`src/soc_bus_pkg.sv`:
```
// System bus definitions
// Wishbone classic request and response words, the address map of the
// on-chip slaves and the default sizes used by the top level.

`default_nettype none

package soc_bus_pkg;

	// master to slave, no burst fields
	typedef struct packed {
		logic [31:0] adr;
		logic [31:0] dat;
		logic [3:0]  sel;
		logic        we;
		logic        cyc;
		logic        stb;
	} wb_m2s_t;

	// slave to master
	typedef struct packed {
		logic [31:0] dat;
		logic        ack;
		logic        err;
	} wb_s2m_t;

	// address map, region is the top address byte
	localparam logic [31:0] RAM_BASE    = 32'h0000_0000;
	localparam logic [31:0] GPIO_BASE   = 32'h0300_0000;
	localparam logic [31:0] REGION_MASK = 32'hff00_0000;

	// default sizes
	localparam int RST_CNT_W_DEF = 14;
	localparam int RAM_WORDS_DEF = 4096;

endpackage

`default_nettype wire

```
`src/wb_decoder.sv`:
```
// Wishbone address decoder
// Routes the master request to the RAM or the GPIO slave by the region
// byte of the address, muxes the slave responses back and answers
// unmapped accesses, including RAM addresses past the end of the array,
// with a one-cycle registered error. Idle until the system is ready.

`default_nettype none

module wb_decoder #(
	parameter int RAM_WORDS = soc_bus_pkg::RAM_WORDS_DEF
) (
	input  wire                  clk,
	input  wire                  arst_n_i,
	input  wire                  sys_ready_i,
	input  soc_bus_pkg::wb_m2s_t m_req_i,
	output soc_bus_pkg::wb_s2m_t m_rsp_o,
	output soc_bus_pkg::wb_m2s_t ram_req_o,
	input  soc_bus_pkg::wb_s2m_t ram_rsp_i,
	output soc_bus_pkg::wb_m2s_t gpio_req_o,
	input  soc_bus_pkg::wb_s2m_t gpio_rsp_i
);

	import soc_bus_pkg::*;

	// RAM size in bytes, for the in-range check
	localparam logic [31:0] RAM_LIMIT = 32'(RAM_WORDS * 4);

	logic in_ram;
	logic in_gpio;
	logic sel_ram;
	logic sel_gpio;
	logic req_valid;
	logic err_q;

	assign in_ram = ((m_req_i.adr & REGION_MASK) == RAM_BASE) &&
		((m_req_i.adr & ~REGION_MASK) < RAM_LIMIT);
	// single register word, byte offset ignored
	assign in_gpio = (m_req_i.adr & ~32'h3) == GPIO_BASE;

	assign req_valid = sys_ready_i & m_req_i.cyc & m_req_i.stb;
	assign sel_ram   = sys_ready_i & in_ram;
	assign sel_gpio  = sys_ready_i & in_gpio;

	always_comb begin
		ram_req_o      = m_req_i;
		ram_req_o.cyc  = m_req_i.cyc & sel_ram;
		ram_req_o.stb  = m_req_i.stb & sel_ram;
		gpio_req_o     = m_req_i;
		gpio_req_o.cyc = m_req_i.cyc & sel_gpio;
		gpio_req_o.stb = m_req_i.stb & sel_gpio;
	end

	// unmapped access, answered once per request
	always_ff @(posedge clk or negedge arst_n_i) begin
		if (!arst_n_i) begin
			err_q <= 1'b0;
		end else begin
			err_q <= req_valid & ~in_ram & ~in_gpio & ~err_q;
		end
	end

	always_comb begin
		m_rsp_o.dat = '0;
		if (sel_ram) begin
			m_rsp_o.dat = ram_rsp_i.dat;
		end else if (sel_gpio) begin
			m_rsp_o.dat = gpio_rsp_i.dat;
		end
		m_rsp_o.ack = (sel_ram & ram_rsp_i.ack) | (sel_gpio & gpio_rsp_i.ack);
		m_rsp_o.err = err_q | (sel_ram & ram_rsp_i.err) | (sel_gpio & gpio_rsp_i.err);
	end

	a_ack_err_excl: assert property (
		@(posedge clk) disable iff (!arst_n_i) !(m_rsp_o.ack && m_rsp_o.err)
	);

	a_one_slave: assert property (
		@(posedge clk) disable iff (!arst_n_i) $onehot0({ram_req_o.stb, gpio_req_o.stb})
	);

endmodule

`default_nettype wire

```
`config.mk`:
```
export PLATFORM = sky130hd
export DESIGN_NAME = wb_decoder
export DESIGN_NICKNAME = d
export VERILOG_FILES = /design/src/soc_bus_pkg.sv /design/src/wb_decoder.sv
export SDC_FILE = /design/constraint.sdc
export NUM_CORES = 1
export LEC_CHECK = 0
export ABC_CLOCK_PERIOD_IN_PS = 3150
export CAP_MARGIN = 25
export CORE_AREA = 2 2 122 124
export CTS_CLUSTER_SIZE = 8
export DETAILED_ROUTE_END_ITERATION = 16
export DIE_AREA = 0 0 124 126
export DONT_BUFFER_PORTS = 1
export PLACE_DENSITY_LB_ADDON = 0.08
export SYNTH_ARGS = -nofsm -noshare
export SYNTH_HDL_FRONTEND = slang
export SYNTH_SLANG_ARGS = --single-unit
```
`constraint.sdc`:
```
create_clock -name clk -period 3.15 [get_ports clk]
set_clock_uncertainty 0.1 [all_clocks]
set_input_delay 0.315 -clock clk [delete_from_list [all_inputs] [get_ports clk]]
set_output_delay 0.315 -clock clk [all_outputs]
set_load 0.01 [all_outputs]
```
==> reports/summary.txt <==
Clock Latency Late Sink -> 0 ns
initial antenna violation count -> 0
total track usage -> 4.85%
critical-path cell list -> nor4_1 -> nand4_1 -> or2_1 -> buf_4 -> nor2_1
area grow syn2layout -> -50.4%
Vias -> 949
count of cell types in the netlist -> 19
area leader, netlist -> buf_4
max capacitance violation total -> 0
Setup WS post-layout -> 0.691 ns
status -> finished clean
top post-synthesis cells by area -> buf_4 (62%), a22oi_1 (15%), nor2_1 (7.8%)
cell family with the largest share of critical-path delay -> simple AND/OR/NAND/NOR gates
TritonRoute pass-1 iters -> 4
LEAKAGE -> 0.000143 uW
syn avg cell area -> 7.00 um2
Final Hold Viols -> 0
drt drc -> 0
I/O Buffers -> 0
Synth Area in Compound Gates -> 16.1%
first-pass GRT wire length -> 5.69 mm
Routed WL -> 4.48 mm
ANT nets after route -> 0
pre-CTS WS -> 0.605 ns
Crit path buffers/inverters -> 1
Simple-Gate Fraction of Synth Area -> 14.9%
Final setup viols -> 0
post-synthesis mux area share -> 0%
Die W -> 124 um
ANT cells -> 0
final slew viol count -> 0
syn nets -> 381
drt via density -> 3.41
synth warn -> 0
Worst Path Max Fanout -> 20
Slowest-stage cell, CP -> or2_1
unrepaired setup endpoints after global routing -> false
Reg clk slew, reported paths -> 0 ns
Core Region -> 14,300 um2
Netlist Area Pre-Place -> 1670 um2
FF+latch count, synth -> 1
GRT Residual Overflow -> 0
CP arrival -> 2.04 ns
Largest register FFs -> 1
Mapped Cells -> 239
number of global-route vias before repair -> 975
RD Place Congestion -> 0.577
wire per inst -> 16.1 um
post-synthesis adder-cell area fraction -> 0%
Post-CTS Setup Inserts -> 0
xor and xnor area share after synthesis -> 0%
critical path launch point type -> input pin
critical path class -> in -> out
final worst-path cycle share -> 78.1%
Biggest register -> err_q
Pwr Density -> 54.3 nW/um2
fin util -> 5.80%
largest net degree at the start of global routing -> 33
layout cells sized above 1 -> 5.32%
die height -> 126 um
CP max stage delay -> 0.54 ns
Setup crit end kind -> output pin
Required @ worst endpoint -> 2.73 ns
cell row count -> 44
Synth top area share -> 62.3%
dpl hpwl -> 3.74 mm
CTS resizes -> 0
TNS Setup -> 0 ns
largest family of logic cells by synthesized area -> buffers and inverters
final net count -> 238
Hold-fix buffers, CTS -> 1
sequential-to-total area share from yosys stat -> 1.49%
Top Ports -> 318
maximum VDD drop -> 30.1 uV
initial core utilization -> 11.7%
Slew @ Worst Pin -> 0.786 ns
crit path time final -> 2.46 ns
Iteration-0 DRC Markers -> 36
DIE AREA -> 15,600 um2
Peak Freq -> 407 MHz
Rel. slew slack -> 47.6%
biggest regs -> err_q x1
Worst Hold Class -> in -> reg
==> synth_stat cells (all sizes together) <==
cell / instances
a22oi: 34
and3: 4
and4: 1
buf: 146
clkbuf: 3
dfrtp: 1
inv: 1
nand2: 1
nand4: 1
nor2: 35
nor2b: 1
nor4: 6
nor4b: 2
o21bai: 2
or2: 1
==> placed cells by master (no fill, tap or decap), types with 2 or more instances in the layout <==
cell type  Yosys  layout
nor4_1         5       5
o21bai_1       2       2
buf_4        139       2
nor2_1        35      34
nor4b_1        2       2
a22oi_1       34      34
and3_1         4       4
==> through the flow <==
stage / instances / area, um2 / total power (uW) / hold slack (ns)
final: 278 / 831 / 45.1 / 0.380
after global routing: 278 / 831 / 50.0 / 0.402
after CTS: 278 / 831 / 46.4 / 0.405
after detailed placement: 277 / 821 / 45.2 / -0.0805
after global placement: 277 / 821 / 45.1 / -0.0805
after floorplan: 239 / 1670 / 217 / -0.0806
==> final timing paths <==
path / slack, ns / startpoint / to / cells after the start
max: 0.69 / m_req_i[62] / m_rsp_o[19] / 5
max in group asynchronous: 2.40 / arst_n_i / err_q / 1
max reg2reg: 2.13 / err_q / err_q / 1
min: 0.38 / m_req_i[1] / err_q / 2
min in group asynchronous: 0.44 / arst_n_i / err_q / 1
min reg2reg: 0.42 / err_q / err_q / 1
==> layer usage <==
metal	global-route usage, %	vias up	part of all wire, %
li1	-	373	-
met1	4.64	409	32
met2	8.79	120	49
met3	0.861	47	10
met4	4.10	0	8.8
met5	0	-	0
==> power by group <==
part	leakage [uW]	switching [uW]	internal, uW
Clock	0	0	0
Sequential	0.0000135	0.567	13.6
Combinational	0.000129	16.5	14.5
==> kinds of logic after synthesis <==
| logic type | count (synthesis) |
|---|---|
| and+or+nand+nor | 52 |
| DFF | 1 |
| buffers and inverters | 150 |
| AOI/OAI and AO/OA | 36 |
==> layout make-up <==
cell class	count	area, um2
fillers	1708	13500
inverters	1	3.75
multi-input cells	88	527
flip-flops and latches	1	25.0
well taps	184	230
repair buffers	4	45.0
(Power assumes the default switching activity.)
