==> src/soc_bus_pkg.sv <==
// System bus definitions
// Wishbone classic request and response words, the address map of the
// on-chip slaves and the default sizes used by the top level.

`default_nettype none

package soc_bus_pkg;

	// master to slave, no burst fields
	typedef struct packed {
		logic [31:0] adr;
		logic [31:0] dat;
		logic [3:0]  sel;
		logic        we;
		logic        cyc;
		logic        stb;
	} wb_m2s_t;

	// slave to master
	typedef struct packed {
		logic [31:0] dat;
		logic        ack;
		logic        err;
	} wb_s2m_t;

	// address map, region is the top address byte
	localparam logic [31:0] RAM_BASE    = 32'h0000_0000;
	localparam logic [31:0] GPIO_BASE   = 32'h0300_0000;
	localparam logic [31:0] REGION_MASK = 32'hff00_0000;

	// default sizes
	localparam int RST_CNT_W_DEF = 14;
	localparam int RAM_WORDS_DEF = 4096;

endpackage

`default_nettype wire

==> src/por_counter.sv <==
// Power-on reset counter
// Counts up after the asynchronous reset is released and saturates.
// The all-ones state is the system ready flag.

`default_nettype none

module por_counter #(
	parameter int RST_CNT_W = soc_bus_pkg::RST_CNT_W_DEF
) (
	input  wire  clk,
	input  wire  arst_n_i,
	output logic sys_ready_o
);

	logic [RST_CNT_W-1:0] cnt_q;

	assign sys_ready_o = &cnt_q;

	// stops at all ones
	always_ff @(posedge clk or negedge arst_n_i) begin
		if (!arst_n_i) begin
			cnt_q <= '0;
		end else if (!sys_ready_o) begin
			cnt_q <= cnt_q + 1'b1;
		end
	end

	// once ready, stays ready until the next reset
	a_ready_sticky: assert property (
		@(posedge clk) disable iff (!arst_n_i) sys_ready_o |=> sys_ready_o
	);

endmodule

`default_nettype wire

==> config.mk <==
export PLATFORM = sky130hd
export DESIGN_NAME = por_counter
export DESIGN_NICKNAME = d
export VERILOG_FILES = /design/src/soc_bus_pkg.sv /design/src/por_counter.sv
export SDC_FILE = /design/constraint.sdc
export NUM_CORES = 1
export LEC_CHECK = 0
export ABC_AREA = 1
export BUFFER_PORTS_ARGS = -buffer_cell sky130_fd_sc_hd__buf_4
export CAP_MARGIN = 10
export CORE_MARGIN = 1
export CORE_UTILIZATION = 55
export CTS_BUF_LIST = sky130_fd_sc_hd__clkbuf_4 sky130_fd_sc_hd__clkbuf_8 sky130_fd_sc_hd__clkbuf_16
export DETAILED_ROUTE_END_ITERATION = 12
export PLACE_DENSITY_LB_ADDON = 0.08
export SETUP_SLACK_MARGIN = 0.2
export SYNTH_ARGS = -nofsm -noshare
export SYNTH_HDL_FRONTEND = slang
export SYNTH_SLANG_ARGS = --single-unit
==> constraint.sdc <==
create_clock -name clk -period 1.4 [get_ports clk]
set_input_delay 0 -clock clk [delete_from_list [all_inputs] [get_ports clk]]
set_output_delay 0 -clock clk [all_outputs]
set_load 0.005 [all_outputs]
==> impl_results.md, run 1 <==
* LEAKAGE at between 0.5 and 0.6 nW
* Fillers at 73
* DP HPWL at 1100 um
* Most frequent cells in the layout: nand2_1, buf_4, dfrtp_1
* Mapped Cells at around 100
* CTS tree: built
* Drt initial violations at 17
* Clk root buf: clkbuf_4
* Initial antenna violation count at 0
* Critical path capture point type: output port
* Clk_lat worst skew at around 290 ps
* #FFs+latches synth at 14
* Syn_nets at ~100
* Least-Margin Pin Slew at roughly 220 ps
* Largest register by flop count: cnt_q
* Crit share post-route at 0.932
* Storage cell area at about 350 um2
* Outcome: complete, no violations
* RSZ-0062 raised after global routing: yes
* Ports at 3
* Post-Place Cell Area at 873 um2
* Buffers & Inverters on Critical Path at 3
* Max incr delay on CP at 410 ps
* Clock Tree Buf Depth at 2
* Synthesized area at between 800 and 900 um2
* Slew Viols, Final at 0
* Vias per inst at 5.74
* RePlAce Congestion at roughly 0.75
* Die W at 41.3 um
* Final net count at 125
* Die area at around 0.0017 mm2
* Cts bufs inserted at 3
* Biggest regs: cnt_q (14)
* Highest net fanout along the worst path at 2
* Fin. Hold Viols at 0
* Rel. slew slack at 0.856
* Ant diodes at 0
* WL per Instance at 15.7 um
* Crit-path cells: ha_4, inv_4, nor2_4, nand4_1, inv_1, buf_4
* Maxcap violations at 0
* Drt total wl at roughly 2100 um
* Setup-failing EPs final at 0
* First-pass GRT wire length at between 2000 and 2500 um
* Vias in the first global route at between 500 and 600
* I/O Buffers at 2
* Drt first pass iters at 4
* Synth warnings at 0
* H-tree lvl count at 1
* Vias at roughly 800
* Max Freq at about 770 MHz
* Worst path arrival time at 1310 ps
* P per Cell Area at 650 mW/mm2
* Slowest cell on the critical path: dfrtp_1
* CP top delay family: flip-flops
* TNS Setup at 0 ps
* Startpoint types: flop
* Std-Cell Rows at 13
* Hold Path Class: input port to asynchronous set/reset pin
* Remaining antenna violation count at 0
* Setup Skew at ~2.4 ps
* Final design area excluding fillers at roughly 0.0011 mm2
* Layout cell share with drive strength beyond 1 at 0.430
* Total track usage at 0.215
* CP required at 1400 ps
* CTS Sinks at 14
* Residual DRC at 0
* CTS clock-pin slew for the worst setup and hold paths at approximately 100 ps
* Critical path class: flop to output port
* Avg Cell Area, Syn at between 8 and 9 um2
* Min cycle time layout at around 1300 ps
* Grt total ovfl at 0
* Sequential share of the synthesized area at 0.413
* Commonest non-fill, non-tap cell in the layout: nand2_1
* Pin count of the biggest net entering global routing at 15
* Largest register FFs at 14
* Die Height at about 41 um
* Core ar. at 0.00137 mm2
* Multi-input logic area at between 500 and 600 um2
* Netlist cell types at 19
* P&R area growth vs syn at 32.3%
* Initial Utilization at 0.621
* R2R Setup Slk at 110 ps
* Worst vdd ir at approximately 0.6 mV
worst register-to-register path: stages (launching register included):
cell and delay [ps]:
dfrtp_1 410, ha_4 170, inv_4 40, nor2_4 100
buf_4 120, nand2_4 70, inv_8 100, nand2_8 80
nand2_1 60, nand2_1 50
Yosys cell counts:
cell      count  area share
nor2_2        1      0.0074
inv_6         1       0.010
nand2_4       2       0.027
dfrtp_1      14        0.41
nand3_1       9       0.053
nand3b_1      1      0.0089
nand3_2       8       0.094
or2_2         2       0.015
nand2_1      30        0.13
xnor2_1       2       0.021
inv_1         7       0.031
buf_6         1       0.013
nor2_1        9       0.040
or2_1         3       0.022
nand4_1       4       0.029
nor2_4        2       0.027
ha_1          1       0.015
nand2_2       3       0.022
nor3_4        1       0.019
power by group:
group          internal (mW)  switching [mW]
clock                  0.159           0.155
combinational        0.00373         0.00818
sequential             0.404               0
total                  0.566           0.163
cell families (layout without fill, tap and decap cells):
kind of cell             count (synthesis)  after routing  share of synthesized area
AND/OR/NAND/NOR                         75             76                      0.497
flip-flops                              14             14                      0.413
buffers and inverters                    9             28                     0.0546
XOR/XNOR                                 2              2                     0.0207
adder cells (fa/ha/maj)                  1              1                     0.0147
per-stage QoR:
step,cells,hold WS (ps),total power [mW],setup slack [ps],util
2_1_floorplan,101,-296,0.412,198,-
3_3_place_gp,117,-143,0.422,115,0.639
3_5_place_dp,117,-143,0.422,67.9,0.639
4_1_cts,129,97.8,0.711,104,0.740
5_1_grt,136,128,0.746,10.4,0.821
6_report,136,87.1,0.730,95.0,0.821
timing repair:
item	CTS	global route
endpoints found under the hold margin	14	0
hold buffers	1	0
pin swaps	6	9
resized for setup	8	13
endpoints found under the setup margin	14	11
cloned	0	1
setup buffers	7	6
layout make-up:
cell class	instances	share of cell area
clock buffers	4	0.0323
repair buffers	16	0.113
multi-input cells	79	0.488
inverters	8	0.0357
well taps	15	0.0167
flip-flops and latches	14	0.314
final timing paths:
path,cells past startpoint,endpoint,start
worst max-delay path,6,sys_ready_o,cnt_q[1]$_DFFE_PN0N_
worst min-delay path,2,cnt_q[6]$_DFFE_PN0N_,arst_n_i
worst max register to register,9,cnt_q[1]$_DFFE_PN0N_,cnt_q[1]$_DFFE_PN0N_
worst min register to register,2,cnt_q[13]$_DFFE_PN0N_,cnt_q[13]$_DFFE_PN0N_
max in group asynchronous,2,cnt_q[2]$_DFFE_PN0N_,arst_n_i
min in group clk,2,cnt_q[13]$_DFFE_PN0N_,cnt_q[13]$_DFFE_PN0N_
routing by layer:
metal,wire length [um],vias up,GRT usage
met5,0,-,0
met4,60,0,0.0968
met3,102,11,0.0326
met2,1030,24,0.320
met1,938,378,0.304
li1,-,368,-
Power figures use the tool's default switching activity.
==> inputs of run 2 (changes only) <==
--- a/config.mk
+++ b/config.mk
@@ -10,5 +10,9 @@
 export CAP_MARGIN = 10
+export CELL_PAD_IN_SITES_DETAIL_PLACEMENT = 0
+export CELL_PAD_IN_SITES_GLOBAL_PLACEMENT = 1
+export CORE_ASPECT_RATIO = 1.4
 export CORE_MARGIN = 1
-export CORE_UTILIZATION = 55
+export CORE_UTILIZATION = 44
 export CTS_BUF_LIST = sky130_fd_sc_hd__clkbuf_4 sky130_fd_sc_hd__clkbuf_8 sky130_fd_sc_hd__clkbuf_16
+export CTS_CLUSTER_DIAMETER = 100
 export DETAILED_ROUTE_END_ITERATION = 12
--- a/constraint.sdc
+++ b/constraint.sdc
@@ -3,2 +3,2 @@
 set_output_delay 0 -clock clk [all_outputs]
-set_load 0.005 [all_outputs]
+set_load 0.01 [all_outputs]
==> impl_results.md, run 2 (synthesis gave the netlist of run 1 again) <==
* Outcome: complete, no violations
* I/O Buffers at 2
* Hold Path Class: input port to asynchronous set/reset pin
* P per Cell Area at roughly 560 mW/mm2
* Critical path capture point type: output port
* Core ar. at 0.00178 mm2
* Initial Utilization at 0.477
* Total track usage at 0.209
* Setup-failing EPs final at 0
* Layout cell share with drive strength beyond 1 at 0.472
* Crit share post-route at 0.956
* DP HPWL at 1190 um
* Rel. slew slack at 0.863
* Worst vdd ir at about 0.56 mV
* WL per Instance at about 14 um
* Most frequent cells in the layout: nand2_1, buf_4, dfrtp_1
* Highest net fanout along the worst path at 2
* Fillers at 155
* Final worst setup slack at ~62 ps
* Largest register by flop count: cnt_q
* CTS Sinks at 14
* Drt initial violations at 15
* Slew Viols, Final at 0
* RSZ-0062 raised after global routing: yes
* Power consumption at approximately 0.64 mW
* Post-Place Cell Area at 895 um2
* Final net count at 130
* Least-Margin Pin Slew at roughly 200 ps
* Initial antenna violation count at 0
* Clock Tree Buf Depth at 2
* Clk root buf: clkbuf_4
* CTS clock-pin slew for the worst setup and hold paths at about 80 ps
* Die Height at between 50 and 60 um
* H-tree lvl count at 1
* Remaining antenna violation count at 0
* Final design area excluding fillers at roughly 0.0011 mm2
* Ant diodes at 0
* Min cycle time layout at 1340 ps
* RePlAce Congestion at between 0.7 and 0.8
* Maxcap violations at 0
* CTS tree: built
* Finished Core Util at 0.641
* TNS Setup at 0 ps
* Clk_lat worst skew at 280 ps
* Worst path arrival time at 1340 ps
* Pin count of the biggest net entering global routing at 15
* Drt first pass iters at 5
* Setup Skew at 2.12 ps
* Die area at about 0.0021 mm2
* Setup WS pre-CTS at 75.2 ps
* Die W at around 40 um
* Hold_ws at roughly 110 ps
* Ports at 3
* Cts bufs inserted at 3
* Drt total wl at approximately 2000 um
* Vias in the first global route at 696
* Largest register FFs at 14
* First-pass GRT wire length at 2930 um
* Biggest regs: cnt_q (14)
* Vias per inst at 5.25
* Commonest non-fill, non-tap cell in the layout: nand2_1
* CP required at between 1000 and 1500 ps
* Critical path class: flop to output port
* Dpl cells at roughly 120
* LEAKAGE at ~0.58 nW
* Std-Cell Rows at 18
* Fin. Hold Viols at 0
* Multi-input logic area at approximately 540 um2
* Storage cell area at about 350 um2
* Max Freq at between 700 and 800 MHz
* Vias at 761
* Residual DRC at 0
* Startpoint types: flop
* Grt total ovfl at 0
* Layout Cells excl Fill at around 150
* P&R area growth vs syn at 34.4%
## run 2: changes by cell type in the layout (fill, tap and decap cells not counted), moves of 2 or more
cell | previous run | this run
buf_4 | 14 | 19
nand3_1 | 7 | 5
nand3_2 | 8 | 11
nor2_2 | 1 | 3
## run 2: layout make-up
class | count | area share
timing repair buffer | 21 | 0.144
clock buffer | 3 | 0.0198
multi-input combinational | 79 | 0.472
sequential | 14 | 0.310
inverter | 8 | 0.0329
tap | 20 | 0.0220
## run 2: layer usage
| metal | up-vias | wire length (um) | track usage |
|---|---|---|---|
| li1 | 377 | - | - |
| met4 | 0 | 20 | 0.103 |
| met2 | 13 | 1110 | 0.367 |
| met3 | 4 | 42 | 0.0372 |
| met1 | 367 | 808 | 0.233 |
| met5 | - | 0 | 0 |
## run 2: timing repair
item                                   in CTS  in global routing
gates cloned                                1                  0
hold buffers                                1                  0
resized for setup                           6                 14
endpoints found under the hold margin      14                  0
buffers inserted                            9                  7
pin swaps                                   5                  8
setup endpoints to repair                  15                 10
## run 2: path summary, 6_finish.rpt
kind                                        from                     to  slack, ps  cells past startpoint
max in group asynchronous               arst_n_i   cnt_q[3]$_DFFE_PN0N_       1110                      2
setup / recovery            cnt_q[1]$_DFFE_PN0N_            sys_ready_o         60                      6
setup reg to reg            cnt_q[1]$_DFFE_PN0N_   cnt_q[1]$_DFFE_PN0N_        110                      9
hold reg to reg            cnt_q[13]$_DFFE_PN0N_  cnt_q[13]$_DFFE_PN0N_        540                      2
hold / removal                          arst_n_i   cnt_q[8]$_DFFE_PN0N_        110                      2
min in group clk           cnt_q[13]$_DFFE_PN0N_  cnt_q[13]$_DFFE_PN0N_        540                      2
## run 2: report_power, final
group / total (mW) / internal (mW) / leakage (nW) / switching [mW]
logic: 0.0121 / 0.00373 / 0.384 / 0.00837
registers: 0.404 / 0.404 / 0.178 / 0
clock network: 0.224 / 0.0997 / 0.0138 / 0.125
total: 0.640 / 0.507 / 0.575 / 0.133
## run 2: worst max-delay path, stage by stage, from the launching register on
cell     delay [ps]
dfrtp_1         370
ha_2            200
inv_2            60
nor2_4          110
nand4_1         120
inv_1            90
buf_4           110
==> inputs of run 3 (changes only) <==
CELL_PAD_IN_SITES_DETAIL_PLACEMENT = 1   (was 0)
CORE_MARGIN = 2   (was 1)
==> impl_results.md, run 3 (synthesis gave the netlist of run 1 again) <==
* Outcome: complete, no violations
* Total track usage at 0.244
* Layout cell share with drive strength beyond 1 at 0.476
* Core ar. at 0.00180 mm2
* Vias at between 800 and 900
* WL per Instance at ~18 um
* Residual DRC at 0
* Commonest non-fill, non-tap cell in the layout: nand2_1
* Remaining antenna violation count at 0
* Worst vdd ir at about 0.44 mV
* Critical path capture point type: output port
* Final worst setup slack at around 50 ps
* Fin. Hold Viols at 0
* Setup WS pre-CTS at about 70 ps
* H-tree lvl count at 1
* P&R area growth vs syn at 36.7%
* Initial antenna violation count at 0
* Pin count of the biggest net entering global routing at 15
* Min cycle time layout at roughly 1300 ps
* Max Freq at about 740 MHz
* Ports at 3
* DP HPWL at 1440 um
* Storage cell area at about 350 um2
* Vias per inst at around 5.7
* Worst path arrival time at around 1400 ps
* Cts bufs inserted at 3
* Setup Skew at about 2.8 ps
* Drt total wl at 2600 um
* RePlAce Congestion at 0.739
* Ant diodes at 0
* DR WL met2 at about 1500 um
* Drt first pass iters at 4
* Drt initial violations at 7
* Largest register by flop count: cnt_q
* CTS tree: built
* RSZ-0062 raised after global routing: yes
* Initial Utilization at 0.471
* Vias in the first global route at 874
* I/O Buffers at 2
* Rel. slew slack at 0.850
* Routed length on met3 at roughly 82 um
* CTS Sinks at 14
* Die area at 0.00230 mm2
* Clock Tree Buf Depth at 2
* Most frequent cells in the layout: nand2_1, buf_4, dfrtp_1
* Clk root buf: clkbuf_4
* LEAKAGE at 0.580 nW
* Setup-failing EPs final at 0
* Multi-input logic area at about 560 um2
* Startpoint types: flop
* Critical path class: flop to output port
* Grt total ovfl at 0
* Clk_lat worst skew at between 200 and 300 ps
* Least-Margin Pin Slew at 224 ps
* Std-Cell Rows at 18
* Power consumption at 0.655 mW
* Finished Core Util at 0.644
* Fillers at 210
* Maxcap violations at 0
* Final net count at 129
* Top Layer Used: met4
* Slew Viols, Final at 0
* Die Height at between 50 and 60 um
* Die W at roughly 41 um
* Largest register FFs at 14
* CP required at between 1000 and 1500 ps
* R2R Setup Slk at ~90 ps
* Crit share post-route at 0.964
* Biggest regs: cnt_q (14)
* Hold Path Class: input port to asynchronous set/reset pin
* M1 wire length at between 800 and 900 um
* CTS clock-pin slew for the worst setup and hold paths at 80 ps
* P per Cell Area at 565 mW/mm2
* First-pass GRT wire length at roughly 3700 um
* Highest net fanout along the worst path at 2
-- run 3: cell type report --
class                      count  area share
timing repair buffer          20       0.138
sequential                    14       0.303
clock buffer                   3      0.0194
multi-input combinational     79       0.483
inverter                       8      0.0345
tap                           20      0.0216
-- run 3: timing repair --
action / 4_1_cts / 5_1_grt
endpoints found under the setup margin: 15 / 14
gates resized for setup: 7 / 18
hold endpoints to repair: 14 / 0
pin swaps: 3 / 7
hold buffers: 1 / 0
cloned: 1 / 0
setup buffers: 9 / 6
-- run 3: worst max-delay path, cell delays in order, from the launching register on --
cell     delay [ps]
dfrtp_1         420
ha_4            180
inv_4            40
nor2_4          100
nand4_1         120
inv_1           100
buf_6           100
-- run 3: per-layer routing --
layer | vias to the layer above | GRT usage
met5 | - | 0
met4 | 0 | 0.198
met3 | 16 | 0.0520
met2 | 24 | 0.397
met1 | 402 | 0.235
li1 | 375 | -
-- run 3: path summary, 6_finish.rpt --
check	startpoint	end	depth (start not counted)
max	cnt_q[1]$_DFFE_PN0N_	sys_ready_o	6
min	arst_n_i	cnt_q[9]$_DFFE_PN0N_	2
max reg2reg	cnt_q[1]$_DFFE_PN0N_	cnt_q[12]$_DFFE_PN0N_	9
min reg2reg	cnt_q[13]$_DFFE_PN0N_	cnt_q[13]$_DFFE_PN0N_	2
max in group asynchronous	arst_n_i	cnt_q[2]$_DFFE_PN0N_	2
min in group clk	cnt_q[13]$_DFFE_PN0N_	cnt_q[13]$_DFFE_PN0N_	2
-- run 3: per-stage QoR --
stage	cell area (um2)	hold WS, ps	std cells	TNS, ps
after floorplan	855	-296	101	0
after global placement	895	-142	124	0
after detailed placement	895	-140	124	0
after CTS	1040	83.6	138	0
after global routing	1160	129	144	-7.84
final	1160	83.8	144	0
-- run 3: power by group --
part           leakage (nW)  switching [mW]  internal (mW)  total (mW)
Sequential            0.179               0          0.404       0.404
Clock                0.0138           0.139          0.100       0.239
Combinational         0.387         0.00802        0.00373      0.0117
