### config.mk
export PLATFORM = sky130hd
export DESIGN_NAME = wb_gpio
export DESIGN_NICKNAME = d
export VERILOG_FILES = /design/src/soc_bus_pkg.sv /design/src/wb_gpio.sv
export SDC_FILE = /design/constraint.sdc
export NUM_CORES = 1
export LEC_CHECK = 0
export BUFFER_PORTS_ARGS = -buffer_cell sky130_fd_sc_hd__buf_2
export CAP_MARGIN = 20
export CORE_MARGIN = 3
export CORE_UTILIZATION = 39
export CTS_BUF_LIST = sky130_fd_sc_hd__clkbuf_4 sky130_fd_sc_hd__clkbuf_8
export DETAILED_ROUTE_END_ITERATION = 12
export PLACE_DENSITY_LB_ADDON = 0.12
export SETUP_SLACK_MARGIN = 0.3
export SLEW_MARGIN = 10
export SYNTH_ARGS = -nofsm -noshare
export SYNTH_HDL_FRONTEND = slang
export SYNTH_SLANG_ARGS = --single-unit
### constraint.sdc
create_clock -name clk -period 0.9 [get_ports clk]
set_input_delay 0.045 -clock clk [delete_from_list [all_inputs] [get_ports clk]]
set_output_delay 0.045 -clock clk [all_outputs]
set_load 0.01 [all_outputs]
### src/soc_bus_pkg.sv
// System bus definitions
// Wishbone classic request and response words, the address map of the
// on-chip slaves and the default sizes used by the top level.

`default_nettype none

package soc_bus_pkg;

	// master to slave, no burst fields
	typedef struct packed {
		logic [31:0] adr;
		logic [31:0] dat;
		logic [3:0]  sel;
		logic        we;
		logic        cyc;
		logic        stb;
	} wb_m2s_t;

	// slave to master
	typedef struct packed {
		logic [31:0] dat;
		logic        ack;
		logic        err;
	} wb_s2m_t;

	// address map, region is the top address byte
	localparam logic [31:0] RAM_BASE    = 32'h0000_0000;
	localparam logic [31:0] GPIO_BASE   = 32'h0300_0000;
	localparam logic [31:0] REGION_MASK = 32'hff00_0000;

	// default sizes
	localparam int RST_CNT_W_DEF = 14;
	localparam int RAM_WORDS_DEF = 4096;

endpackage

`default_nettype wire

### src/wb_gpio.sv
// GPIO register
// One bus word. A write uses the high half as a bit mask and the low
// half as the new output values. A read returns the synchronised
// inputs in the high half and the output register in the low half.

`default_nettype none

module wb_gpio (
	input  wire                  clk,
	input  wire                  arst_n_i,
	input  soc_bus_pkg::wb_m2s_t req_i,
	output soc_bus_pkg::wb_s2m_t rsp_o,
	input  wire [15:0]           gpio_i,
	output logic [15:0]          gpio_o
);

	import soc_bus_pkg::*;

	logic [15:0] out_q;
	logic [15:0] sync1_q;
	logic [15:0] sync2_q;
	logic        wr;

	assign wr = req_i.cyc & req_i.stb & req_i.we;

	// only masked bits change
	always_ff @(posedge clk or negedge arst_n_i) begin
		if (!arst_n_i) begin
			out_q <= '0;
		end else if (wr) begin
			out_q <= (out_q & ~req_i.dat[31:16]) | (req_i.dat[15:0] & req_i.dat[31:16]);
		end
	end

	// two-flop input synchroniser
	always_ff @(posedge clk or negedge arst_n_i) begin
		if (!arst_n_i) begin
			sync1_q <= '0;
			sync2_q <= '0;
		end else begin
			sync1_q <= gpio_i;
			sync2_q <= sync1_q;
		end
	end

	assign gpio_o    = out_q;
	assign rsp_o.dat = {sync2_q, out_q};
	// zero wait state
	assign rsp_o.ack = req_i.cyc & req_i.stb;
	assign rsp_o.err = 1'b0;

endmodule

`default_nettype wire

==> results of run 1 <==
layer usage:
metal  vias up  share of wire (%)  track usage [%]
li1        553                  -                -
met1       568                 40             17.6
met2        65                 49             23.1
met3         5                9.8             5.05
met4         0                1.0             5.43
met5         -                  0                0
layout by cell type, fill, tap and decap left out:
cell,netlist,routed
sky130_fd_sc_hd__nand4_1,16,16
sky130_fd_sc_hd__buf_2,0,97
sky130_fd_sc_hd__clkbuf_8,2,6
sky130_fd_sc_hd__buf_4,18,2
sky130_fd_sc_hd__buf_12,0,1
sky130_fd_sc_hd__inv_6,0,1
sky130_fd_sc_hd__dfrtp_1,48,48
sky130_fd_sc_hd__conb_1,1,1
sky130_fd_sc_hd__dlygate4sd3_1,0,17
sky130_fd_sc_hd__buf_6,2,5
sky130_fd_sc_hd__clkinv_2,0,1
sky130_fd_sc_hd__and2_1,1,1
sky130_fd_sc_hd__mux2_4,0,16
stage by stage:
stage / utilization, % / std cells / cell area, um2
final: 60.1 / 262 / 2460
after global routing: 60.1 / 262 / 2460
after CTS: 59.2 / 259 / 2420
after detailed placement: 52.4 / 234 / 2140
after global placement: 52.4 / 234 / 2140
after floorplan: - / 104 / 1740
cell families after synthesis:
kind of cell  share of synthesized area [%]
other cells                           0.224
flops                                  71.6
buf+inv                                11.0
simple gates                           6.34
mux                                    10.7
worst register-to-register path: stages, from the launching register on:
cell and delay, ns:
sky130_fd_sc_hd__dfrtp_1 0.40, sky130_fd_sc_hd__buf_4 0.14, sky130_fd_sc_hd__mux2_4 0.24
worst paths after layout:
kind / start / depth (start not counted) / slack (ns) / to
worst max-delay path: register / 1 / -0.002 / rsp_o[15]
worst min-delay path: req_i[7] / 2 / -0.02 / register
worst max register to register: register / 2 / 0.02 / register
worst min register to register: sync1_q[14] / 0 / 0.35 / sync2_q[14]
max in group asynchronous: arst_n_i / 3 / 0.44 / sync2_q[10]
min in group asynchronous: arst_n_i / 3 / 0.25 / sync1_q[0]
cell type report:
type	count	area, um2
fill	341	1630
sequential	48	1200
timing repair buffer	122	747
multi-input combinational	34	350
clock buffer	6	82.6
tap	50	62.6
clock inverter	2	13.8
power groups by stage:
stage | Combinational, W | Sequential (W) | Clock, W
2_1_floorplan | 0.000609 | 0.00265 | 0
3_3_place_gp | 0.00101 | 0.00255 | 0
3_5_place_dp | 0.00102 | 0.00256 | 0
4_1_cts | 0.00108 | 0.00252 | 0.00138
5_1_grt | 0.00122 | 0.00256 | 0.00147
6_report | 0.00113 | 0.00252 | 0.00131
timing repair:
item | CTS | global route
endpoints found under the hold margin | 80 | 16
buffers inserted | 0 | 3
endpoints found under the setup margin | 65 | 65
resized for setup | 3 | 4
==> flow_metrics.env, run 1 <==
export IMPL_result_of_the_run="finished with violations"
export IMPL_violations="negative hold slack, negative setup slack"
export IMPL_ctsHoldBuffers=17
export IMPL_yosys_most_used_dff="sky130_fd_sc_hd__dfrtp_1"
export IMPL_synth_cell_area_mm2=0.00168
export IMPL_crit_type="reg2out"
export IMPL_syn_num_nets=193
export IMPL_crit_path_start_kind="register"
export IMPL_crit_buf_inv=1
export IMPL_place_gp_congestion=0.748
export IMPL_die_area_mm2=0.00512
export IMPL_dpl_worst_slack_ns=-0.0447
export IMPL_port_buffers=101
export IMPL_end_kind="output port"
export IMPL_tns_ns=-0.00281
export IMPL_clock_tree_htree_level_count=2
export IMPL_root_buffer="sky130_fd_sc_hd__clkbuf_8"
export IMPL_die_x_um=71.6
export IMPL_first_iter_violations=43
export IMPL_report_final_slew_viol_count=0
export IMPL_crit_slowest_cell="sky130_fd_sc_hd__dfrtp_1"
export IMPL_via_count_of_the_first_global_routing_pass=1188
export IMPL_yosys_area_top_type="sky130_fd_sc_hd__dfrtp_1"
export IMPL_timing_final_crit_share_pct=100
export IMPL_antenna_found_initial=0
export IMPL_synth_most_common_cell="sky130_fd_sc_hd__dfrtp_1"
export IMPL_cts_tree="yes"
export IMPL_vias_per_cell=4.55
export IMPL_grt_pass1_wl_mm=5.62
export IMPL_clk_latency_ns=0.29
export IMPL_fin_crit_ns=0.902
export IMPL_synth_yosys_warnings=0
export IMPL_path_cells="buf_2"
export IMPL_diodes=0
export IMPL_std_cell_rows=23
export IMPL_cts_made_buffers=5
export IMPL_setup_viol=2
export IMPL_pin_count_of_the_biggest_net_entering_global_routing=49
export IMPL_p_comb_share_pct=22.7
export IMPL_final_layout_size_suffix_gt1_share_pct=60.8
export IMPL_cts_clk_slew_worst_paths_ns=0.09
export IMPL_power_internal_w=0.00365
export IMPL_finalWirelength_mm=3.53
export IMPL_p_leak_nw=1.29
export IMPL_pin_count=139
export IMPL_ys_types=9
export IMPL_floorplan_initialDensity_pct=41.0
export IMPL_maxCapViolations=0
export IMPL_routedWlPerCell_um=13.5
export IMPL_route_detailed_drc=0
export IMPL_core_mm2=0.00409
export IMPL_critPathRequiredTime_ns=0.85
export IMPL_worstPathArrival_ns=0.86
export IMPL_worst_path_dominant_cell_family="flip-flops"
export IMPL_floorplan_die_height_um=71.6
export IMPL_synth_top_cells_by_count="sky130_fd_sc_hd__dfrtp_1, sky130_fd_sc_hd__buf_4, sky130_fd_sc_hd__nand4_1"
export IMPL_route_vias_total=1191
export IMPL_power_switching_share_pct=26.4
export IMPL_worst_hold_margin_ns=-0.0236
export IMPL_setup_ws_ns=-0.00154
export IMPL_final_nets=300
export IMPL_switchingPower_w=0.00131
export IMPL_syn_avg_cell_area_um2=16.1
export IMPL_synth_top_cell_area_share_pct=71.6
export IMPL_synth_seq_cells=48
export IMPL_grt_setup_unrepaired="yes"
export IMPL_power_density_mw_per_mm2=2020
export IMPL_tritoncts_num_sinks=48
export IMPL_hpwlAfterDp_mm=2.50
export IMPL_firstDrtPassIters=4
export IMPL_post_synth_inst_count=104
export IMPL_post_layout_total_power_w=0.00496
export IMPL_peakVddDrop_mv=1.06
export IMPL_worstPathMaxFanout=3
export IMPL_synth_enable_flop_cells=0
export IMPL_cpPeakStageDelay_ns=0.41
export IMPL_final_antenna_net_count=0
export IMPL_grt_total_usage_pct=14.3
export IMPL_seq_power_share_pct=50.8
export IMPL_synth_seq_area_share_pct=71.6
export IMPL_ctsLongestPathBuffers=2
export IMPL_timing_hold_violations_final=16
export IMPL_timing_hold_worst_class="in2reg"
export IMPL_achievable_frequency_mhz=1110
export IMPL_grt_ovfl_total=0
export IMPL_asyncSetResetFlopFracSynth_pct=100
export IMPL_clkPwrFrac_pct=26.4
export IMPL_area_growth_synth_to_final_pct=46.6
export IMPL_fin_worst_skew_ns=0.00306
export IMPL_dominant_cells_by_area_after_synthesis="sky130_fd_sc_hd__dfrtp_1, sky130_fd_sc_hd__mux2_2, sky130_fd_sc_hd__buf_4"
No activity file was read; power rests on OpenSTA's default activity.
==> run 2: changes to the inputs <==
--- a/config.mk
+++ b/config.mk
@@ -8,7 +8,7 @@
 export BUFFER_PORTS_ARGS = -buffer_cell sky130_fd_sc_hd__buf_2
 export CAP_MARGIN = 20
 export CORE_MARGIN = 3
-export CORE_UTILIZATION = 39
+export CORE_UTILIZATION = 42
 export CTS_BUF_LIST = sky130_fd_sc_hd__clkbuf_4 sky130_fd_sc_hd__clkbuf_8
 export DETAILED_ROUTE_END_ITERATION = 12
 export PLACE_DENSITY_LB_ADDON = 0.12
==> constraint.sdc (replaced) <==
create_clock -name clk -period 1.15 [get_ports clk]
set_input_delay 0.0575 -clock clk [delete_from_list [all_inputs] [get_ports clk]]
set_output_delay 0.0575 -clock clk [all_outputs]
set_load 0.01 [all_outputs]
==> run 2 against run 1 <==
Effect of this change: highest routed layer unchanged; hold slack improved by 0.10 ns; clock-buffer cell count did not move; clock power fell by 22%; final cell count rose by 5.3%; flip-flop and latch count did not move; largest cell class unchanged; die area fell by 6.6%; the flow now finishes without violations; register-to-register slack improved by 0.25 ns.
==> flow_metrics.env, run 2 (same netlist as run 1, synthesis figures left out) <==
export IMPL_final_layout_size_suffix_gt1_share_pct=56.1
export IMPL_pin_count_of_the_biggest_net_entering_global_routing=49
export IMPL_place_gp_congestion=0.815
export IMPL_critPathRequiredTime_ns=1.09
export IMPL_grt_pass1_wl_mm=6.28
export IMPL_num_fill_cells=285
export IMPL_fin_worst_skew_ns=0.00296
export IMPL_path_cells="buf_2"
export IMPL_grt_total_usage_pct=16.4
export IMPL_area_growth_synth_to_final_pct=53.9
export IMPL_placed_area_mm2=0.00211
export IMPL_top_layer="met4"
export IMPL_routedWlPerCell_um=13.4
export IMPL_fin_crit_ns=0.901
export IMPL_grt_setup_unrepaired="yes"
export IMPL_design_area_mm2=0.00258
export IMPL_crit_buf_inv=1
export IMPL_timing_final_crit_share_pct=78.3
export IMPL_core_mm2=0.00374
export IMPL_worstPathArrival_ns=0.84
export IMPL_crit_type="reg2out"
export IMPL_grt_ovfl_total=0
export IMPL_power_density_mw_per_mm2=1500
export IMPL_first_iter_violations=58
export IMPL_final_antenna_net_count=0
export IMPL_clock_tree_htree_level_count=2
export IMPL_result_of_the_run="complete, no violations"
export IMPL_vias_per_cell=4.56
export IMPL_cts_clk_slew_worst_paths_ns=0.09
export IMPL_std_cell_rows=22
export IMPL_p_leak_nw=1.31
export IMPL_antenna_found_initial=0
export IMPL_tritoncts_num_sinks=48
export IMPL_cts_tree="yes"
export IMPL_die_x_um=69.2
export IMPL_finish_utilization_pct=68.9
export IMPL_ctsLongestPathBuffers=2
export IMPL_root_buffer="sky130_fd_sc_hd__clkbuf_8"
export IMPL_port_buffers=101
export IMPL_end_kind="output port"
export IMPL_timing_hold_violations_final=0
export IMPL_cpPeakStageDelay_ns=0.41
export IMPL_worstPathMaxFanout=3
export IMPL_m1WireLength_mm=1.41
export IMPL_clk_latency_ns=0.29
export IMPL_firstDrtPassIters=4
export IMPL_setup_viol=0
export IMPL_finalWirelength_mm=3.70
export IMPL_maxCapViolations=0
export IMPL_final_nets=316
export IMPL_route_met2_wl_mm=1.89
export IMPL_hpwlAfterDp_mm=2.51
export IMPL_crit_path_start_kind="register"
export IMPL_worst_path_dominant_cell_family="flip-flops"
export IMPL_cts_made_buffers=5
export IMPL_pin_count=139
export IMPL_via_count_of_the_first_global_routing_pass=1348
export IMPL_route_detailed_drc=0
export IMPL_highest_count_cells_in_the_layout_ignoring_fill_and_taps="sky130_fd_sc_hd__buf_2, sky130_fd_sc_hd__dfrtp_1, sky130_fd_sc_hd__dlygate4sd3_1"
export IMPL_route_vias_total=1259
export IMPL_report_final_slew_viol_count=0
export IMPL_wl_met3_um=373
export IMPL_crit_slowest_cell="sky130_fd_sc_hd__dfrtp_1"
export IMPL_peakVddDrop_mv=0.990
export IMPL_floorplan_die_height_um=69.2
export IMPL_die_area_mm2=0.00479
export IMPL_timing_hold_worst_class="in2reg"
export IMPL_diodes=0
export IMPL_tns_ns=0
export IMPL_leading_cell_type_in_the_layout_fill_and_taps_excluded="sky130_fd_sc_hd__buf_2"
export IMPL_floorplan_initialDensity_pct=44.8
export IMPL_achievable_frequency_mhz=1110
export IMPL_post_layout_total_power_w=0.00387
==> run 2: worst paths after layout <==
kind	from	end	slack [ns]	depth (start not counted)
setup / recovery	register	rsp_o[8]	0.25	1
hold / removal	req_i[29]	register	0.08	3
setup reg to reg	register	register	0.27	2
hold reg to reg	sync1_q[3]	sync2_q[3]	0.35	0
max in group asynchronous	arst_n_i	async pin	0.66	3
min in group asynchronous	arst_n_i	sync1_q[11]	0.29	3
==> run 2: what timing repair did <==
| item | CTS | global route |
|---|---|---|
| endpoints found under the hold margin | 78 | 2 |
| hold buffers | 31 | 2 |
| buffers inserted | 0 | 3 |
| gates cloned | 0 | 0 |
| resized for setup | 1 | 2 |
| endpoints found under the setup margin | 48 | 48 |
==> run 2: final cells by class <==
| class | instances | area (um2) | share of cell area, % |
|---|---|---|---|
| Multi-Input combinational cell | 34 | 324 | 12.6 |
| Clock inverter | 2 | 15.0 | 0.582 |
| Clock buffer | 6 | 82.6 | 3.20 |
| Tap cell | 48 | 60.1 | 2.33 |
| Sequential cell | 48 | 1200 | 46.6 |
| Timing Repair Buffer | 138 | 897 | 34.8 |
==> run 2: routing by layer <==
metal,GRT usage (%),vias up
met5,0,-
met4,3.90,0
met3,6.52,2
met2,28.1,75
met1,19.2,598
li1,-,584
==> run 2: power by group <==
part	switching, W	leakage, nW	internal, W
registers	0.000103	0.565	0.00187
logic	0.000386	0.705	0.000500
clock network	0.000529	0.0434	0.000486
total	0.00102	1.31	0.00285
==> run 2: stage by stage <==
stage               hold WS (ns)  setup WS (ns)  cells
floorplan                 -0.238          0.309    104
global placement          0.0547          0.211    232
detailed placement        0.0736          0.174    232
CTS                      0.00257          0.229    271
global route              0.0888          0.202    276
finish                    0.0772          0.249    276
==> run 3: changes to the inputs <==
--- a/config.mk
+++ b/config.mk
@@ -8,7 +8,7 @@
 export BUFFER_PORTS_ARGS = -buffer_cell sky130_fd_sc_hd__buf_2
 export CAP_MARGIN = 20
 export CORE_MARGIN = 3
-export CORE_UTILIZATION = 42
+export CORE_UTILIZATION = 36
 export CTS_BUF_LIST = sky130_fd_sc_hd__clkbuf_4 sky130_fd_sc_hd__clkbuf_8
 export DETAILED_ROUTE_END_ITERATION = 12
 export PLACE_DENSITY_LB_ADDON = 0.12
==> constraint.sdc (replaced) <==
create_clock -name clk -period 0.8 [get_ports clk]
set_input_delay 0.04 -clock clk [delete_from_list [all_inputs] [get_ports clk]]
set_output_delay 0.04 -clock clk [all_outputs]
set_load 0.01 [all_outputs]
==> run 3 against run 2 <==
Effect of this change: the run now ends with negative hold slack, negative setup slack left; hold slack got worse by 0.10 ns; routed wire length increased by 3.8%; combinational power increased by 66%; setup slack got worse by 0.41 ns; critical path depth increased by 1; clock power increased by 28%; flip-flop and latch count unchanged; register-to-register slack got worse by 0.36 ns; sequential share of layout area increased by 0.23 points; sequential power increased by 44%; critical path type unchanged; largest cell class unchanged.
==> flow_metrics.env, run 3 (same netlist as run 1, synthesis figures left out) <==
export IMPL_result_of_the_run="finished with violations"
export IMPL_violations="negative hold slack, negative setup slack"
export IMPL_highest_count_cells_in_the_layout_ignoring_fill_and_taps="sky130_fd_sc_hd__buf_2, sky130_fd_sc_hd__dfrtp_1, sky130_fd_sc_hd__nand4_1, sky130_fd_sc_hd__mux2_4"
export IMPL_diodes=0
export IMPL_first_iter_violations=53
export IMPL_worstPathArrival_ns=0.92
export IMPL_setup_viol=51
export IMPL_worst_hold_margin_ns=-0.0226
export IMPL_cts_clk_slew_worst_paths_ns=0.08
export IMPL_worstPathMaxFanout=2
export IMPL_die_area_mm2=0.00551
export IMPL_cts_made_buffers=5
export IMPL_via_count_of_the_first_global_routing_pass=1224
export IMPL_routedWlPerCell_um=14.4
export IMPL_p_leak_nw=1.38
export IMPL_place_gp_congestion=0.694
export IMPL_timing_final_crit_share_pct=120
export IMPL_firstDrtPassIters=4
export IMPL_grt_pass1_wl_mm=5.57
export IMPL_cts_tree="yes"
export IMPL_tns_ns=-3.39
export IMPL_crit_type="reg2out"
export IMPL_dpl_worst_slack_ns=-0.152
export IMPL_worstHoldPathCells=2
export IMPL_tritoncts_num_sinks=48
export IMPL_critPathRequiredTime_ns=0.76
export IMPL_hold_path_startpoint="req_i[13]"
export IMPL_final_nets=304
export IMPL_pin_count=139
export IMPL_power_density_mw_per_mm2=2190
export IMPL_peakVddDrop_mv=0.958
export IMPL_clock_tree_htree_level_count=2
export IMPL_port_buffers=101
export IMPL_area_growth_synth_to_final_pct=53.1
export IMPL_final_antenna_net_count=0
export IMPL_antenna_found_initial=0
export IMPL_timing_hold_worst_class="in2reg"
export IMPL_fin_worst_skew_ns=0.00109
export IMPL_post_layout_total_power_w=0.00562
export IMPL_ctsHoldBuffers=17
export IMPL_ctsLongestPathBuffers=2
export IMPL_achievable_frequency_mhz=1040
export IMPL_crit_path_start_kind="register"
export IMPL_hpwlAfterDp_mm=2.67
export IMPL_final_layout_size_suffix_gt1_share_pct=61.9
export IMPL_floorplan_initialDensity_pct=38.0
export IMPL_std_cell_rows=24
export IMPL_vias_per_cell=4.51
export IMPL_leading_cell_type_in_the_layout_fill_and_taps_excluded="sky130_fd_sc_hd__buf_2"
export IMPL_fin_crit_ns=0.958
export IMPL_floorplan_die_height_um=74.2
export IMPL_die_x_um=74.2
export IMPL_design_area_mm2=0.00257
export IMPL_report_final_slew_viol_count=0
export IMPL_finalWirelength_mm=3.84
export IMPL_grt_setup_unrepaired="yes"
export IMPL_route_detailed_drc=0
export IMPL_placed_area_mm2=0.00216
export IMPL_grt_ovfl_total=0
export IMPL_finish_utilization_pct=58.2
export IMPL_route_vias_total=1204
export IMPL_num_fill_cells=392
export IMPL_grt_total_usage_pct=13.5
export IMPL_setup_ws_ns=-0.158
export IMPL_clk_latency_ns=0.28
export IMPL_timing_hold_violations_final=15
export IMPL_pin_count_of_the_biggest_net_entering_global_routing=49
export IMPL_core_mm2=0.00441
export IMPL_timing_reg2reg_worst_path_depth=2
export IMPL_maxCapViolations=0
export IMPL_end_kind="output port"
export IMPL_ff2ff_setup_slack_ns=-0.09
export IMPL_root_buffer="sky130_fd_sc_hd__clkbuf_8"
==> run 3: layout make-up <==
type	instances	area, um2	area share [%]
Multi-Input combinational cell	34	353	13.7
Tap cell	52	65.1	2.53
Sequential cell	48	1200	46.8
Timing Repair Buffer	126	867	33.8
Clock buffer	5	68.8	2.68
Clock inverter	2	12.5	0.487
==> run 3: worst max-delay path: stages (launching register included) <==
cell and delay, ns:
sky130_fd_sc_hd__dfrtp_1 0.39, sky130_fd_sc_hd__buf_6 0.13, sky130_fd_sc_hd__buf_6 0.11
==> run 3: metal layers <==
layer | global-route usage [%] | vias up | share of wire [%]
met3 | 5.41 | 6 | 9.9
met4 | 4.94 | 0 | 1.4
met1 | 14.9 | 572 | 36
met5 | 0 | - | 0
li1 | - | 561 | -
met2 | 23.6 | 65 | 52
==> run 3: timing repair <==
| action | CTS | global route |
|---|---|---|
| cloned | 0 | 1 |
| resized for setup | 15 | 11 |
| pin swaps | 0 | 0 |
| buffers inserted | 2 | 1 |
| endpoints found under the hold margin | 80 | 16 |
| setup endpoints to repair | 66 | 120 |
==> run 3: metrics by stage <==
stage | hold slack, ns | cells
detailed placement | 0.0452 | 239
floorplan | -0.256 | 104
finish | -0.0226 | 267
global placement | 0.0368 | 239
global route | -0.0418 | 267
CTS | -0.0361 | 265
==> run 3: how the worst max path moves through the flow <==
stage | endpoint | start | cells past startpoint | slack, ns
finish | gpio_o[11] | register | 2 | -0.16
global route | gpio_o[2] | register | 2 | -0.20
CTS | rsp_o[4] | register | 2 | -0.18
detailed placement | register | req_i[0] | 3 | -0.15
global placement | register | req_i[0] | 3 | -0.12
floorplan | register | req_i[0] | 4 | -0.005
==> run 3: where the power goes <==
group	switching, W	leakage [nW]	total [W]	internal (W)
logic	0.000590	0.777	0.00147	0.000881
clock network	0.000721	0.0400	0.00131	0.000591
registers	0.000156	0.565	0.00284	0.00268
total	0.00147	1.38	0.00562	0.00416
